## config.mk

```make
export PLATFORM = sky130hd
export DESIGN_NAME = sd_scanline
export DESIGN_NICKNAME = d
export VERILOG_FILES = /design/src/verilog/scan_doubler_pkg.sv /design/src/verilog/sd_scanline.sv
export VERILOG_INCLUDE_DIRS = /design/src /design/src/verilog
export SDC_FILE = /design/constraint.sdc
export NUM_CORES = 1
export LEC_CHECK = 0
export BUFFER_PORTS_ARGS = -buffer_cell sky130_fd_sc_hd__clkbuf_2
export CAP_MARGIN = 5
export CORE_MARGIN = 3
export CORE_UTILIZATION = 40
export DETAILED_ROUTE_END_ITERATION = 12
export PLACE_DENSITY = 0.65
export SLEW_MARGIN = 20
export SYNTH_ARGS = -nofsm -noshare
export SYNTH_HDL_FRONTEND = slang
export SYNTH_SLANG_ARGS = --single-unit
```

## constraint.sdc

```tcl
create_clock -name clk -period 2.05 [get_ports clk]
set_clock_uncertainty 0.1 [all_clocks]
set_input_delay 0.205 -clock clk [delete_from_list [all_inputs] [get_ports clk]]
set_output_delay 0.205 -clock clk [all_outputs]
set_load 0.02 [all_outputs]
```

## src/verilog/scan_doubler_defines.svh

```systemverilog
// sizing constants for the scan doubler
// pulled in by the package and by every module that needs a raw width
// change these here only, all ports and memories follow

`ifndef SCAN_DOUBLER_DEFINES_SVH
`define SCAN_DOUBLER_DEFINES_SVH

// ========================================
// horizontal counters
// ========================================

// 10 bit pixel counters allow up to 1024 pixels per input line
`define SD_HCNT_BITS 10

// ========================================
// colour and detection
// ========================================

// bits per colour channel, wide enough to dim in two steps
`define SD_COLOR_BITS 4

// lines longer than this many input pixels are taken as 15 kHz video
`define SD_15K_LIMIT 800

`endif

```

## src/verilog/scan_doubler_pkg.sv

```systemverilog
// shared types for the scan doubler
// video travels between the stages as packed structs
// modules import this with a wildcard in their header

`default_nettype none

`include "scan_doubler_defines.svh"

package scan_doubler_pkg;

  // one pixel worth of colour
  typedef struct packed {
    logic [`SD_COLOR_BITS-1:0] r;
    logic [`SD_COLOR_BITS-1:0] g;
    logic [`SD_COLOR_BITS-1:0] b;
  } rgb_t;

  // sync flags plus colour, used at both ends of the pipeline
  typedef struct packed {
    logic hs;
    logic vs;
    rgb_t rgb;
  } vid_t;

  // result of the input line analysis
  // hs_max is the last line length minus one
  // hs_rise is the pixel index where hsync went high
  // line_sel names the buffer half now being written
  // line_start pulses for one clk when a new input line begins
  typedef struct packed {
    logic [`SD_HCNT_BITS-1:0] hs_max;
    logic [`SD_HCNT_BITS-1:0] hs_rise;
    logic                     line_sel;
    logic                     line_start;
  } line_meas_t;

  // scanline effect on every second output line
  typedef enum logic [1:0] {
    SL_OFF     = 2'd0,
    SL_HALF    = 2'd1,
    SL_QUARTER = 2'd2
  } sl_mode_t;

endpackage

`default_nettype wire

```

## src/verilog/sd_scanline.sv

```systemverilog
// output register stage of the scan doubler
// keeps an output line phase and dims phase one lines according to
// the selected scanline mode, all outputs leave from flops

`timescale 1ns/1ps
`default_nettype none

`include "scan_doubler_defines.svh"

module sd_scanline
  import scan_doubler_pkg::*;
(
  input  logic     clk,
  input  logic     arst_n,
  input  sl_mode_t sl_mode,
  input  vid_t     vid_rd,
  output vid_t     vid_out
);

  // output line parity, one means a dimmed line
  logic phase;
  logic phase_nxt;

  logic hs_fall;
  logic vs_chg;
  rgb_t rgb_dim;

  // edges seen against the registered output
  assign hs_fall = vid_out.hs & ~vid_rd.hs;
  assign vs_chg  = vid_out.vs ^ vid_rd.vs;

  // new frame restarts on phase zero, each new line flips it
  always_comb begin
    phase_nxt = phase;
    if (vs_chg) begin
      phase_nxt = 1'b0;
    end else if (hs_fall) begin
      phase_nxt = ~phase;
    end
  end

  // one colour channel through the selected effect
  function automatic logic [`SD_COLOR_BITS-1:0] dim(
    input sl_mode_t                  mode,
    input logic [`SD_COLOR_BITS-1:0] c
  );
    case (mode)
      SL_HALF:    dim = c >> 1;
      // 75 percent brightness
      SL_QUARTER: dim = c - (c >> 2);
      default:    dim = c;
    endcase
  endfunction

  // phase_nxt so pixel 0 of the new line already gets its phase
  always_comb begin
    rgb_dim = vid_rd.rgb;
    if (phase_nxt) begin
      rgb_dim.r = dim(sl_mode, vid_rd.rgb.r);
      rgb_dim.g = dim(sl_mode, vid_rd.rgb.g);
      rgb_dim.b = dim(sl_mode, vid_rd.rgb.b);
    end
  end

  // ========================================
  // output register
  // ========================================

  always_ff @(posedge clk or negedge arst_n) begin
    if (!arst_n) begin
      phase   <= 1'b0;
      vid_out <= '0;
    end else begin
      phase   <= phase_nxt;
      vid_out <= '{hs: vid_rd.hs, vs: vid_rd.vs, rgb: rgb_dim};
    end
  end

endmodule

`default_nettype wire
```

==> metrics.cfg <==
[placement]
dp_hpwl_mm = 1.52
postPlaceCellArea_sq_um = 1140
port_buffers = 31
routabilityCongestion = 0.819

[logic_synthesis]
synth_area_sq_um = 980
syn_area_per_cell_sq_um = 9.60
synth-main-ff-cell = dfrtp_1
synth_common_cells = 20 x inv_1, 15 x dfrtp_1, 10 x nand2_1
synth_edf_count = 0
async_flop_share_pct = 100
ys_ff_latch = 15
synth_top_cell_by_area = dfrtp_1
synthCells = 102
ys_seq_area_share_pct = 38.3
synth_warnings = 0
synth_cell_types = 26
synth_top_area_share_pct = 38.3
yosysMostFrequentCell = inv_1
syn-num-nets = 131
synth_area_leaders = dfrtp_1 38%, ha_1 10%, a221oi_2 9.2%, inv_1 7.7%, fa_1 6.1%

[clock_network]
numCtsBuffers = 3
cts_tree = done
clk_latency_ns = 0.28
htree_levels = 1
cts_resized = 0
clk_pin_slew_ns = 0.09
cts_sinks = 15
clock_path_buffers = 2
cts_root_buf = clkbuf_4

[grt]
gr-total-overflow = 0
grt_use_met3_pct = 3.04
grt_pass1_vias = 846
grt.busiest_layer = met2
use_met1_pct = 15.5
grt_use_met2_pct = 24.5
grt_start_max_net_pins = 27
gr-usage-all-layers_pct = 14.0
grt_pass1_wl_mm = 3.46
antenna_found_initial = 0

[power_and_ir_drop]
switching_share_pct = 32.7
clock_power_share_pct = 23.6
seqPwrFrac_pct = 46.7
internal_power_mw = 0.479
p_leak_nw = 0.632
p_switching_mw = 0.232
peakVddDrop_uv = 311
p_per_area_nw_per_um2 = 592
pwr-share-comb_pct = 29.7

[floorplan]
die_area_sq_um = 3080
start_util_pct = 43.0
ios = 32
coreArea_sq_um = 2280
num_rows = 17
die_h_um = 55.5
fp.dieW_um = 55.5

[route]
drt_first_pass_iters = 5
drcViolationCount = 0
routed_wl_mm = 1.95
viasPerCell = 5.06
vias = 824
drt_iter0_drc = 7
ant_nets = 0
wl_per_cell_um = 12.0

[cells_and_area]
antenna_cells = 0
syn_to_final_growth_pct = 22.6
final_area_sq_um = 1200
fin_nets = 165
layout-drive-gt1-share_pct = 31.1

[sta]
final.setup.tns_ns = 0
setup_viol = 0
max_freq_mhz = 541
min_period_ns = 1.85
post-route-period-util_pct = 90.1
drv_slew = 0
finalHoldViolCount = 0
tightestPinTransition_ns = 0.717
rsz0062_at_grt = no
slew_headroom_pct = 52.2

[worst_setup_path]
end_kind = flip-flop
cp-start-kind = input port
path_class = in2reg
cp_data_required_time_ns = 2.13
cp.arrival_ns = 1.93
crit_fanout = 26

[status]
status = finished clean

[flow_run]
maxCapViolCount = 0

[min_path]
min-delay-path-class = in2reg

## cell type report
cell class                 instances  area (sq um)
fill                             218          1070
clock buffer                       4          26.3
inverter                          20          75.1
sequential                        15           375
multi-input combinational         61           497
timing repair buffer              35           193
tap                               28          35.0
## worst paths after layout
kind,start,endpoint,slack (ns),depth (start not counted)
max,vid_rd[13],vid_out[2],0.20,7
min,vid_rd[0],vid_out[0],0.05,3
max reg2reg,vid_out[13],vid_out[2],0.30,5
min reg2reg,vid_out[12],phase,0.47,2
max in group asynchronous,arst_n,vid_out[7],1.31,2
min in group asynchronous,arst_n,vid_out[0],0.26,2
## per-stage QoR
stage               setup WS, ns  hold WS [ns]  utilization [%]  total power, mW  instances
floorplan                  0.266        -0.191                -            0.473        102
global placement           0.335        0.0401             50.3            0.540        156
detailed placement         0.302        0.0423             50.3            0.548        156
CTS                        0.204        0.0424             52.8            0.723        163
global route               0.118        0.0638             52.8            0.763        163
finish                     0.203        0.0489             52.8            0.711        163
## state kept, by name, indices dropped and copies added, names as in the netlist
register and cells:
vid_out 14, phase 1
## per-layer routing
layer  share of wire [%]  wire [um]
met2                  52       1020
met3                 4.8         93
met5                   0          0
met4                 1.0         20
met1                  42        812
## placed cells by master (no fill, tap or decap), drive strengths merged, types with 2 or more instances in the layout
master | netlist | layout
dlygate4sd3 | 0 | 3
o21ai | 5 | 5
ha | 8 | 8
a211oi | 3 | 3
nor3 | 2 | 2
dfrtp | 15 | 15
clkbuf | 2 | 35
nand3 | 3 | 3
o221ai | 2 | 2
nand2 | 10 | 10
inv | 20 | 20
nor2b | 3 | 3
nor2 | 2 | 2
a221oi | 6 | 6
fa | 3 | 3
a21oi | 7 | 7
a211o | 2 | 2
## power by group through the flow
| stage | sequential (mW) | combinational (mW) | clock [mW] |
|---|---|---|---|
| final | 0.332 | 0.211 | 0.168 |
| after global routing | 0.336 | 0.238 | 0.189 |
| after CTS | 0.333 | 0.214 | 0.176 |
| after detailed placement | 0.338 | 0.209 | 0 |
| after global placement | 0.338 | 0.202 | 0 |
| after floorplan | 0.374 | 0.0987 | 0 |
## timing repair
| action | 4_1_cts | 5_1_grt |
|---|---|---|
| buffers inserted | 0 | 0 |
| endpoints found under the hold margin | 17 | 0 |
| hold buffers | 3 | 0 |
| setup endpoints to repair | 0 | 0 |
## logic make-up (layout without fill, tap and decap cells)
logic type	after synthesis	in the layout	share of synthesized area, %
AO/OA/AOI/OAI	26	26	21.8
buffers and inverters	26	59	11.0
AND/OR/NAND/NOR	22	22	10.7
flip-flops	15	15	38.3
adder cells (fa/ha/maj)	11	11	16.3
XOR/XNOR	2	2	1.79
## critical path, stage by stage
cell and delay, ns:
dlygate4sd3_1 0.53, clkbuf_2 0.12, nor2b_2 0.11, xnor2_1 0.08
or3_1 0.34, buf_4 0.23, a211o_1 0.31
No activity file was read; power rests on OpenSTA's default activity.
