`src/verilog/scan_doubler_defines.svh`:
```
// sizing constants for the scan doubler
// pulled in by the package and by every module that needs a raw width
// change these here only, all ports and memories follow

`ifndef SCAN_DOUBLER_DEFINES_SVH
`define SCAN_DOUBLER_DEFINES_SVH

// ========================================
// horizontal counters
// ========================================

// 10 bit pixel counters allow up to 1024 pixels per input line
`define SD_HCNT_BITS 10

// ========================================
// colour and detection
// ========================================

// bits per colour channel, wide enough to dim in two steps
`define SD_COLOR_BITS 4

// lines longer than this many input pixels are taken as 15 kHz video
`define SD_15K_LIMIT 800

`endif

```
`src/verilog/scan_doubler_pkg.sv`:
```
// shared types for the scan doubler
// video travels between the stages as packed structs
// modules import this with a wildcard in their header

`default_nettype none

`include "scan_doubler_defines.svh"

package scan_doubler_pkg;

  // one pixel worth of colour
  typedef struct packed {
    logic [`SD_COLOR_BITS-1:0] r;
    logic [`SD_COLOR_BITS-1:0] g;
    logic [`SD_COLOR_BITS-1:0] b;
  } rgb_t;

  // sync flags plus colour, used at both ends of the pipeline
  typedef struct packed {
    logic hs;
    logic vs;
    rgb_t rgb;
  } vid_t;

  // result of the input line analysis
  // hs_max is the last line length minus one
  // hs_rise is the pixel index where hsync went high
  // line_sel names the buffer half now being written
  // line_start pulses for one clk when a new input line begins
  typedef struct packed {
    logic [`SD_HCNT_BITS-1:0] hs_max;
    logic [`SD_HCNT_BITS-1:0] hs_rise;
    logic                     line_sel;
    logic                     line_start;
  } line_meas_t;

  // scanline effect on every second output line
  typedef enum logic [1:0] {
    SL_OFF     = 2'd0,
    SL_HALF    = 2'd1,
    SL_QUARTER = 2'd2
  } sl_mode_t;

endpackage

`default_nettype wire

```
`src/verilog/sd_readout.sv`:
```
// double rate readout timing for the scan doubler
// replays the stored line twice per input line with its own hsync
// and lines the sync flags up with the one clk RAM latency
// rgb is blanked until the first measured line is in the buffer

`timescale 1ns/1ps
`default_nettype none

`include "scan_doubler_defines.svh"

module sd_readout
  import scan_doubler_pkg::*;
(
  input  logic                     clk,
  input  logic                     arst_n,
  input  line_meas_t               meas,
  input  logic                     vs_in,
  input  rgb_t                     rd_rgb,
  output logic [`SD_HCNT_BITS-1:0] rd_addr,
  output vid_t                     vid_rd
);

  // output pixel counter, runs every clk
  logic [`SD_HCNT_BITS-1:0] out_cnt;
  logic                     cnt_wrap;

  // regenerated hsync at counter timing
  logic hs_gen;

  // vsync sampled into the counter stage
  logic vs_q;

  // syncs one clk later to match the RAM read
  logic hs_d;
  logic vs_d;

  // buffer holds a full line once a line start has been seen
  logic active;
  logic active_d;

  assign cnt_wrap = (out_cnt == meas.hs_max);

  // ========================================
  // output counter and hsync
  // ========================================

  always_ff @(posedge clk or negedge arst_n) begin
    if (!arst_n) begin
      out_cnt <= '0;
      hs_gen  <= 1'b0;
    end else begin
      // wrap beats the resync so a counter already at hs_max still wraps
      if (cnt_wrap) begin
        out_cnt <= '0;
      end else if (meas.line_start) begin
        out_cnt <= meas.hs_max;
      end else begin
        out_cnt <= out_cnt + 1'b1;
      end
      // sync goes low at the wrap and back high at the rise position
      if (out_cnt == meas.hs_rise) begin
        hs_gen <= 1'b1;
      end else if (cnt_wrap) begin
        hs_gen <= 1'b0;
      end
    end
  end

  // ========================================
  // sync delay and blanking
  // ========================================

  always_ff @(posedge clk or negedge arst_n) begin
    if (!arst_n) begin
      vs_q     <= 1'b0;
      hs_d     <= 1'b0;
      vs_d     <= 1'b0;
      active   <= 1'b0;
      active_d <= 1'b0;
    end else begin
      vs_q     <= vs_in;
      hs_d     <= hs_gen;
      vs_d     <= vs_q;
      active   <= active | meas.line_start;
      active_d <= active;
    end
  end

  assign rd_addr = out_cnt;

  assign vid_rd.hs  = hs_d;
  assign vid_rd.vs  = vs_d;
  assign vid_rd.rgb = active_d ? rd_rgb : '0;

endmodule

`default_nettype wire

```
`config.mk`:
```
export PLATFORM = sky130hd
export DESIGN_NAME = sd_readout
export DESIGN_NICKNAME = d
export VERILOG_FILES = /design/src/verilog/scan_doubler_pkg.sv /design/src/verilog/sd_readout.sv
export VERILOG_INCLUDE_DIRS = /design/src /design/src/verilog
export SDC_FILE = /design/constraint.sdc
export NUM_CORES = 1
export LEC_CHECK = 0
export BUFFER_PORTS_ARGS = -buffer_cell sky130_fd_sc_hd__buf_2
export CAP_MARGIN = 10
export CORE_AREA = 2 2 46 69
export DETAILED_ROUTE_END_ITERATION = 10
export DIE_AREA = 0 0 48 71
export PLACE_DENSITY_LB_ADDON = 0.2
export SYNTH_ARGS = -nofsm -noshare
export SYNTH_HDL_FRONTEND = slang
export SYNTH_SLANG_ARGS = --single-unit
```
`constraint.sdc`:
```
create_clock -name clk -period 1.5 [get_ports clk]
set_clock_uncertainty 0.05 [all_clocks]
set_input_delay 0.3 -clock clk [delete_from_list [all_inputs] [get_ports clk]]
set_output_delay 0.3 -clock clk [all_outputs]
set_load 0.02 [all_outputs]
```
==> impl_metrics.py <==
metrics = {
    "final_layout": {
        "syn_to_final_growth_pct": 46.95,
        "stdcell_area_um2": 1539,
        "stdcell_count": 221,
        "post-route-util_pct": 53.95,
        "diodes": 0,
        "drive_above_1_share_pct": 50.00,
        "nets": 221,
        "fillers": 288,
    },
    "routing": {
        "via_count": 1032,
        "first_iter_violations": 18,
        "viasPerCell": 4.670,
        "wl_per_cell_um": 12.58,
        "ant_nets": 0,
        "drt_pass1_iterations": 4,
        "routed_wl_um": 2781,
        "route.detailed.drc": 0,
    },
    "setup_path": {
        "crit_family": "simple AND/OR/NAND/NOR gates",
        "worstSetupEndpointType": "flip-flop",
        "critical_path_buf_inv_count": 0,
        "crit_arrival_ns": 1.64,
        "startpoint_type": "flip-flop",
        "slowest_stage": "or4_1",
        "path_class": "reg2reg",
        "crit_fanout": 4,
        "rr_endpoint": "rd_addr[9]",
        "reg2reg_depth": 4,
        "crit_required_ns": 1.61,
        "max_stage_delay_ns": 0.41,
        "rr_startpoint": "rd_addr[3]",
        "cp_cell_sequence": "nand4_1 -> or2_1 -> or4_1 -> a31oi_1",
        "r2r_setup_slack_ns": -0.03,
    },
    "clock_tree": {
        "cts_max_level": 1,
        "path_clk_slew_ns": 0.07,
        "cts_made_buffers": 3,
        "clockBufferDepth": 2,
        "cts_tree": "built",
        "clockRootBuffer": "clkbuf_8",
        "cts_sinks": 16,
        "insertion_delay_ns": 0.25,
    },
    "yosys": {
        "synth-seq-area-share_pct": 38.23,
        "synth_seq_cells": 16,
        "synth_area_leader_cell": "dfrtp_1",
        "synth_top_area_share_pct": 38.23,
        "synth_ff_type": "dfrtp_1",
        "syn_nets": 150,
        "synth_top_cells_by_area": "dfrtp_1, xor2_1, xnor2_1, and2_1, nor2_1",
        "ys_top_cells_by_count": "dfrtp_1, xor2_1, nor2_1, xnor2_1, and2_1",
        "netlist_instances": 112,
        "yosys_warnings": 0,
        "yosys.cell_count.top_type": "dfrtp_1",
        "async_flop_share_pct": 100.0,
        "ys_types": 27,
        "avgSynthCellArea_um2": 9.350,
        "synth_edf_count": 0,
        "synth_area_um2": 1047,
    },
    "global_routing": {
        "grt_pass1_vias": 1043,
        "grt_pass1_wl_um": 4305,
        "gr-total-overflow": 0,
        "grt_usage_pct": 17.36,
        "grt_max_degree": 17,
        "antenna_found_initial": 0,
    },
    "worst_hold_path": {
        "hold-path-cell-count": 1,
        "hold_path_end": "vs_q",
        "hold_class": "in2reg",
        "hold_start": "vs_in",
    },
    "die": {
        "dieArea_um2": 3408,
        "die_h_um": 71,
        "start_util_pct": 36.71,
        "io_pins": 61,
        "fp-row-count": 24,
        "die_w_um": 48,
        "core_um2": 2853,
    },
    "placed_design": {
        "gp_congestion": 0.8101,
        "dp_worst_setup_slack_ns": -0.02789,
        "port-buffer-count": 59,
        "dp_cells": 214,
        "hpwl_um": 2262,
        "dpl_cell_area_um2": 1443,
    },
    "sta": {
        "tightest_slew_ns": 0.4093,
        "fin_crit_ns": 1.531,
        "period_share_pct": 102.0,
        "fmax_ghz": 0.6534,
        "hold_viol": 0,
        "finalMaxSlewViolations": 0,
        "finalSetupViolCount": 1,
        "maxSlewHeadroom_pct": 72.46,
        "setup_ws_ns": -0.03056,
        "rsz0062_at_grt": "yes",
    },
    "power_and_ir_drop": {
        "peakVddDrop_mv": 0.5436,
        "power.leakage_nw": 0.7140,
        "p_per_area_nw_per_um2": 940.7,
        "power_mw": 1.448,
    },
    "outcome": {
        "status": "finished with violations",
        "failed_checks": "negative setup slack",
    },
    "job": {
        "maxCapViolations": 0,
    },
}
==> worst max path at each step <==
stage	start	to	slack, ns	cells after the start
after floorplan	rd_addr[3]	rd_addr[9]	-0.06	5
after global placement	rd_addr[4]	rd_addr[3]	-0.01	5
after detailed placement	rd_addr[3]	rd_addr[9]	-0.03	4
after CTS	rd_addr[3]	rd_addr[9]	-0.04	4
after global routing	rd_addr[4]	rd_addr[5]	-0.09	5
final	rd_addr[3]	rd_addr[9]	-0.03	4
==> what timing repair did <==
item / 4_1_cts / 5_1_grt
hold buffers: 1 / 0
endpoints found under the setup margin: 9 / 11
buffers inserted: 2 / 0
hold endpoints to repair: 16 / 0
gates resized for setup: 1 / 1
pin swaps: 3 / 3
==> sequential cells by signal, indices dropped and copies added, names as in the netlist <==
register  count
rd_addr      10
active        1
active_d      1
hs_d          1
hs_gen        1
vs_d          1
vs_q          1
==> through the flow <==
step	TNS, ns	hold WS [ns]
global placement	-0.02785	0.1860
finish	-0.03056	0.1041
floorplan	-0.06404	-0.04559
global route	-0.7892	0.1066
CTS	-0.04453	0.1040
detailed placement	-0.08896	0.1971
==> worst register-to-register path: cells and delay by family (launching register included) <==
family | cells | cell delay, ns
flops | 1 | 0.40
simple gates | 3 | 0.79
compound gates | 1 | 0.19
==> placed cells by master, fill, tap and decap left out, types with 2 or more instances in the layout <==
cell      count
buf_2        59
buf_4        16
xor2_1       14
nor2_1       13
and2_1       12
xnor2_1      12
dfrtp_1       9
dfrtp_2       7
a211oi_1      6
nand4_1       4
clkbuf_8      4
nand3_1       3
nand2_1       3
inv_1         2
a21oi_1       2
nor4_1        2
==> metal layers <==
metal  global-route usage (%)  routed length, um  up-vias
met4                    5.405                 33        0
met1                    17.77               1041      474
met2                    33.04               1514       46
met3                    2.296                192        4
li1                         -                  -      508
met5                        0                  0        -
==> power by group <==
part / switching [mW] / internal (mW)
Sequential: 0.0546 / 0.485
Combinational: 0.268 / 0.251
Clock: 0.157 / 0.233
Total: 0.479 / 0.969
==> logic make-up after synthesis <==
family | after synthesis | synth area share, %
adders and majority gates | 1 | 1.195
DFF | 16 | 38.23
buffers and inverters | 12 | 7.765
AOI/OAI and AO/OA | 11 | 7.049
xor gates and xnor gates | 27 | 22.58
muxes | 1 | 0.9558
and+or+nand+nor | 44 | 22.22
==> final cells by class <==
type                    count  area [um2]  area share [%]
clock buffers               4       55.05           3.577
multi-input cells          84       593.1           38.54
inverters                   2       7.507          0.4878
repair buffers             76       425.4           27.64
well taps                  39       48.80           3.171
flip-flops and latches     16       409.1           26.59
No activity file was read; power rests on OpenSTA's default activity.
