[src/verilog/scan_doubler_defines.svh]
// sizing constants for the scan doubler
// pulled in by the package and by every module that needs a raw width
// change these here only, all ports and memories follow

`ifndef SCAN_DOUBLER_DEFINES_SVH
`define SCAN_DOUBLER_DEFINES_SVH

// ========================================
// horizontal counters
// ========================================

// 10 bit pixel counters allow up to 1024 pixels per input line
`define SD_HCNT_BITS 10

// ========================================
// colour and detection
// ========================================

// bits per colour channel, wide enough to dim in two steps
`define SD_COLOR_BITS 4

// lines longer than this many input pixels are taken as 15 kHz video
`define SD_15K_LIMIT 800

`endif

[src/verilog/scan_doubler_pkg.sv]
// shared types for the scan doubler
// video travels between the stages as packed structs
// modules import this with a wildcard in their header

`default_nettype none

`include "scan_doubler_defines.svh"

package scan_doubler_pkg;

  // one pixel worth of colour
  typedef struct packed {
    logic [`SD_COLOR_BITS-1:0] r;
    logic [`SD_COLOR_BITS-1:0] g;
    logic [`SD_COLOR_BITS-1:0] b;
  } rgb_t;

  // sync flags plus colour, used at both ends of the pipeline
  typedef struct packed {
    logic hs;
    logic vs;
    rgb_t rgb;
  } vid_t;

  // result of the input line analysis
  // hs_max is the last line length minus one
  // hs_rise is the pixel index where hsync went high
  // line_sel names the buffer half now being written
  // line_start pulses for one clk when a new input line begins
  typedef struct packed {
    logic [`SD_HCNT_BITS-1:0] hs_max;
    logic [`SD_HCNT_BITS-1:0] hs_rise;
    logic                     line_sel;
    logic                     line_start;
  } line_meas_t;

  // scanline effect on every second output line
  typedef enum logic [1:0] {
    SL_OFF     = 2'd0,
    SL_HALF    = 2'd1,
    SL_QUARTER = 2'd2
  } sl_mode_t;

endpackage

`default_nettype wire

[src/verilog/sd_line_timing.sv]
// input line analysis for the scan doubler
// samples the source video whenever pix_en is high and measures
// the line length and hsync rise so the readout can replay the line
// also owns the ping-pong select and the 15 kHz flag

`timescale 1ns/1ps
`default_nettype none

`include "scan_doubler_defines.svh"

module sd_line_timing
  import scan_doubler_pkg::*;
(
  input  logic                     clk,
  input  logic                     arst_n,
  input  logic                     pix_en,
  input  vid_t                     vid_in,
  output line_meas_t               meas,
  output logic [`SD_HCNT_BITS-1:0] wr_addr,
  output logic                     is15k
);

  // sync levels from the previous input sample
  logic hs_q;
  logic vs_q;

  // input pixel position inside the current line
  logic [`SD_HCNT_BITS-1:0] hcnt;

  // measured values handed to the later stages
  logic [`SD_HCNT_BITS-1:0] hs_max;
  logic [`SD_HCNT_BITS-1:0] hs_rise;
  logic                     line_sel;
  logic                     line_start;

  // edges between consecutive samples
  logic hs_fall;
  logic hs_rise_edge;
  logic vs_chg;

  assign hs_fall      = hs_q & ~vid_in.hs;
  assign hs_rise_edge = ~hs_q & vid_in.hs;
  assign vs_chg       = vs_q ^ vid_in.vs;

  // ========================================
  // pixel counter and measurement
  // ========================================

  always_ff @(posedge clk or negedge arst_n) begin
    if (!arst_n) begin
      hs_q    <= 1'b0;
      vs_q    <= 1'b0;
      hcnt    <= '0;
      hs_max  <= '0;
      hs_rise <= '0;
    end else if (pix_en) begin
      hs_q <= vid_in.hs;
      vs_q <= vid_in.vs;
      // hsync falling edge starts a new line
      if (hs_fall) begin
        hs_max <= hcnt;
        hcnt   <= '0;
      end else begin
        hcnt <= hcnt + 1'b1;
      end
      // remember where the sync pulse ended
      if (hs_rise_edge) begin
        hs_rise <= hcnt;
      end
    end
  end

  // ========================================
  // line toggle and start pulse
  // ========================================

  always_ff @(posedge clk or negedge arst_n) begin
    if (!arst_n) begin
      line_sel   <= 1'b0;
      line_start <= 1'b0;
    end else begin
      // pix_en is a single cycle strobe so this stays one clk wide
      line_start <= pix_en & hs_fall;
      if (pix_en) begin
        // hsync fall wins over a vsync change in the same sample
        if (hs_fall) begin
          line_sel <= ~line_sel;
        end else if (vs_chg) begin
          line_sel <= 1'b0;
        end
      end
    end
  end

  assign meas = '{
    hs_max:     hs_max,
    hs_rise:    hs_rise,
    line_sel:   line_sel,
    line_start: line_start
  };

  // write position follows the input counter
  assign wr_addr = hcnt;

  // long lines mean a slow line rate
  assign is15k = (hs_max > `SD_15K_LIMIT);

endmodule

`default_nettype wire

[config.mk]
export PLATFORM = sky130hd
export DESIGN_NAME = sd_line_timing
export DESIGN_NICKNAME = d
export VERILOG_FILES = /design/src/verilog/scan_doubler_pkg.sv /design/src/verilog/sd_line_timing.sv
export VERILOG_INCLUDE_DIRS = /design/src /design/src/verilog
export SDC_FILE = /design/constraint.sdc
export NUM_CORES = 1
export LEC_CHECK = 0
export BUFFER_PORTS_ARGS = -buffer_cell sky130_fd_sc_hd__buf_2
export CAP_MARGIN = 0
export CORE_UTILIZATION = 30
export DETAILED_ROUTE_END_ITERATION = 6
export SYNTH_ARGS = -nofsm -noshare
export SYNTH_HDL_FRONTEND = slang
export SYNTH_SLANG_ARGS = --single-unit
[constraint.sdc]
create_clock -name clk -period 2.9 [get_ports clk]
set_input_delay 0.58 -clock clk [delete_from_list [all_inputs] [get_ports clk]]
set_output_delay 0.58 -clock clk [all_outputs]
set_load 0.01 [all_outputs]
==> results.txt <==
The clock net in this run drives a total of 34 sinks. The final hold slack came out at about 0.36 ns. The analysis attributes to cell leakage a power of between 0.8 and 0.9 nW. The largest stage delay on the critical path came out at 0.53 ns.

After clock tree synthesis, the clock-pin slew on the worst setup and hold paths is 0.06 ns. By area, the combinational part of the netlist is dominated by multiplexers. Dividing total power by cell area gives a power density of 682.2 nW/µm².

The number of buffers on the longest clock path came out at 2. Entering global routing, the biggest net connects 35 pins. The register bit total from synthesis is 34. The total count of hold-check failures in the final report is 0. The synthesized area per cell is 12.29 µm². The number of library cell types mapped by synthesis came out at 22. The classification of the worst setup path is flop to primary output. The post-layout minimum cycle time is ~2.3 ns. The first global-routing pass estimated ~5 mm of wire.

The combined buffer and inverter count along the critical path is 1. STA classifies the critical path startpoint as a flop. The clock tree root buffer cell is sky130_fd_sc_hd__clkbuf_8. The complex-gate fraction of the synthesized area is 0.08165. Measured against its own limit, the worst slew margin works out to 0.4998. The share of cell area taken by muxes after synthesis came out at 0.1343. The post-detailed-route count of antenna-violating nets is 0. The setup violation total in the final timing report came out at 0.

The height of the die is a little over 70 µm. The TritonCTS clock tree is built. The sequential-to-total area share from yosys stat is 0.5970. The number of cells on the worst reg-to-reg path is 3.

The total routing usage reported by global routing came out at 0.1295. The simple-gate share of the synthesized area is 0.1220. The count of buffers from port buffering is 37.

The initialized floorplan defines 24 standard-cell rows. The share of final-layout standard cells stronger than drive strength 1 came out at 0.4167. The number of hold buffers added after cts is 0.

In this design, the largest share of critical-path delay is due to simple AND/OR/NAND/NOR gates. The post-route non-filler standard cell count is about 210. The length of the first detailed-routing pass in iterations came out at 6.

The clock buffer count from CTS came out at 5. The slowest stage of the critical path is the sky130_fd_sc_hd__or4_1 cell. Walking the worst path, the cells encountered are or4_1 > o21ai_0 > a21oi_1 > buf_2. At the worst endpoint, the required time is 2.32 ns. The die covers a little over 5000 µm². The total power is 0.001197 W. The number of antenna violations at the first check in global routing is 0.

The sum of negative setup slack came out at 0 ns. The initial cell density of the core came out at 0.3185. The worst path arrival time is between 1.5 and 2 ns. The max-slew violation count came out at 0.

The maximum clock frequency is 444.1 MHz. The synthesized net count is 134. The min-delay analysis places its worst path in the category input port to async pin. Summed over all layers, the global routing overflow is 0. In this run the number of H-tree levels came out at 2.

The ratio of routed vias to standard cells came out at ~5. The total DRC errors in the routed layout is 0. The width of the die came out at just over 70 µm.

The antenna diode count came out at 0. The number of max-cap violations is 0. The number of instances in the synthesized netlist is approximately 120.

The via count of the routed design is between 1000 and 1500. The share of synthesized cell area in full adder, half adder and majority cells is 0.008780. The netlist area before placement is around 1400 µm². For the pin with the worst max-slew slack, the measured transition is roughly 0.75 ns. The number of nets in the layout came out at ~170. Setup repair after global routing left no endpoint under its margin. Of the total synthesized cell area, the portion taken by XOR and XNOR cells is 0.02458.

The routed length per instance came out at about 14 µm. In this run the count of I/O pins placed on the die edge is 50. After the first detailed-routing iteration, the DRC count stood at 36. In this run the number of cells on the critical path is 4. The post-cts gate resize count came out at 0. The later-pin clock latency in the skew report is roughly 0.28 ns.

The aggregate routed wire length is 2.936 mm. The worst setup skew after layout is 0.002924 ns. The half-perimeter wire length after detailed placement came out at between 2 and 2.5 mm.

The worst setup path is captured at a primary output. IR analysis of the VDD net gives a maximum drop of ~0.32 mV. The number of setup buffers added after CTS came out at 0.

The synthesis warning total came out at 0. The final weighted congestion in routability-driven placement came out at approximately 0.76. The core box area is 4474 µm². The number of global-route vias before repair came to slightly above 1000. The post-route fraction of the period consumed by the critical path came out at 0.7765.

The total placed cells including tap cells came out at 200. Along the worst path, the maximum fanout reaches 3. The run finished with clean final reports.

The growth of design area from synthesis to finish is 23.18%.
[flip-flops by register name, summed over array words and instances (netlist names)]
name,count
hs_rise,10
line_sel,1
line_start,1
vs_q,1
hs_max,10
wr_addr,10
hs_q,1
[power by group]
part | switching, W | internal, W | total, W
Clock | 0.000157 | 0.000239 | 0.000396
Combinational | 0.000110 | 0.0000932 | 0.000203
Sequential | 0.0000621 | 0.000536 | 0.000598
Total | 0.000329 | 0.000869 | 0.00120
[through the flow]
stage | worst slack (ns) | instance area, µm² | utilization
finish | 0.6482 | 1755 | 0.3923
global route | 0.5280 | 1755 | 0.3923
CTS | 0.6195 | 1755 | 0.3923
detailed placement | 0.7405 | 1645 | 0.3677
global placement | 0.7460 | 1645 | 0.3677
floorplan | 1.160 | 1425 | -
[cell usage after synthesis]
cell type | instances | share of area
sky130_fd_sc_hd__or4_1 | 5 | 0.026
sky130_fd_sc_hd__nand2_1 | 10 | 0.026
sky130_fd_sc_hd__a21oi_1 | 6 | 0.021
sky130_fd_sc_hd__or3b_2 | 1 | 0.0061
sky130_fd_sc_hd__ha_1 | 1 | 0.0088
sky130_fd_sc_hd__nand3b_1 | 2 | 0.011
sky130_fd_sc_hd__clkinv_1 | 1 | 0.0026
sky130_fd_sc_hd__nor2_1 | 4 | 0.011
sky130_fd_sc_hd__dfrtp_1 | 34 | 0.60
sky130_fd_sc_hd__nand4_1 | 3 | 0.013
sky130_fd_sc_hd__nor2b_1 | 1 | 0.0044
sky130_fd_sc_hd__nand3_4 | 1 | 0.012
sky130_fd_sc_hd__o21ai_0 | 10 | 0.035
sky130_fd_sc_hd__o22ai_1 | 1 | 0.0044
sky130_fd_sc_hd__buf_2 | 3 | 0.011
sky130_fd_sc_hd__buf_4 | 2 | 0.011
sky130_fd_sc_hd__mux2_2 | 17 | 0.13
sky130_fd_sc_hd__o31ai_1 | 4 | 0.021
sky130_fd_sc_hd__nand3_1 | 2 | 0.0070
sky130_fd_sc_hd__or3_2 | 1 | 0.0053
sky130_fd_sc_hd__inv_1 | 3 | 0.0079
sky130_fd_sc_hd__xor2_1 | 4 | 0.025
[worst register-to-register path, cell delays in order, from the launching register on]
cell and delay (ns):
sky130_fd_sc_hd__dfrtp_1 0.40, sky130_fd_sc_hd__nand3b_1 0.43, sky130_fd_sc_hd__clkinv_1 0.43, sky130_fd_sc_hd__mux2_2 0.37
[final cells by class]
type,instances,area (µm²)
multi-input combinational,73,529.3
clock buffer,8,110.1
fill,438,2719
sequential,34,850.8
tap,52,65.06
timing repair buffer,37,185.2
inverter,4,15.01
[path summary, 6_finish.rpt]
path,start,endpoint,slack [ns]
min reg2reg,hs_rise[5],hs_rise[5],0.48
max in group asynchronous,arst_n,wr_addr[6],2.05
min,arst_n,hs_max[9],0.36
max,hs_max[0],is15k,0.65
max reg2reg,hs_q,line_sel,1.15
min in group clk,hs_rise[5],hs_rise[5],0.48
[layout by cell type (no fill, tap or decap)]
master	count
sky130_fd_sc_hd__a21oi_1	6
sky130_fd_sc_hd__buf_2	37
sky130_fd_sc_hd__clkbuf_8	8
sky130_fd_sc_hd__clkinv_1	1
sky130_fd_sc_hd__dfrtp_1	34
sky130_fd_sc_hd__ha_1	1
sky130_fd_sc_hd__inv_1	3
sky130_fd_sc_hd__mux2_2	17
sky130_fd_sc_hd__nand2_1	10
sky130_fd_sc_hd__nand3_1	2
sky130_fd_sc_hd__nand3_4	1
sky130_fd_sc_hd__nand3b_1	2
sky130_fd_sc_hd__nand4_1	3
sky130_fd_sc_hd__nor2_1	4
sky130_fd_sc_hd__nor2b_1	1
sky130_fd_sc_hd__o21ai_0	10
sky130_fd_sc_hd__o22ai_1	1
sky130_fd_sc_hd__o31ai_1	4
sky130_fd_sc_hd__or3_2	1
sky130_fd_sc_hd__or3b_2	1
sky130_fd_sc_hd__or4_1	5
sky130_fd_sc_hd__xor2_1	4
[routing by layer]
layer,part of all wire,GRT usage
met2,0.47,0.2051
met3,0.049,0.03561
met5,0,0
met4,0.021,0.06667
met1,0.46,0.1627
[cell families (layout without fill, tap and decap cells)]
logic type	after synthesis	in the layout
buffers and inverters	9	49
AND/OR/NAND/NOR	30	30
AO/OA/AOI/OAI	21	21
flip-flops	34	34
multiplexers	17	17
XOR/XNOR	4	4
adder cells (fa/ha/maj)	1	1
Power figures use the tool's default switching activity.
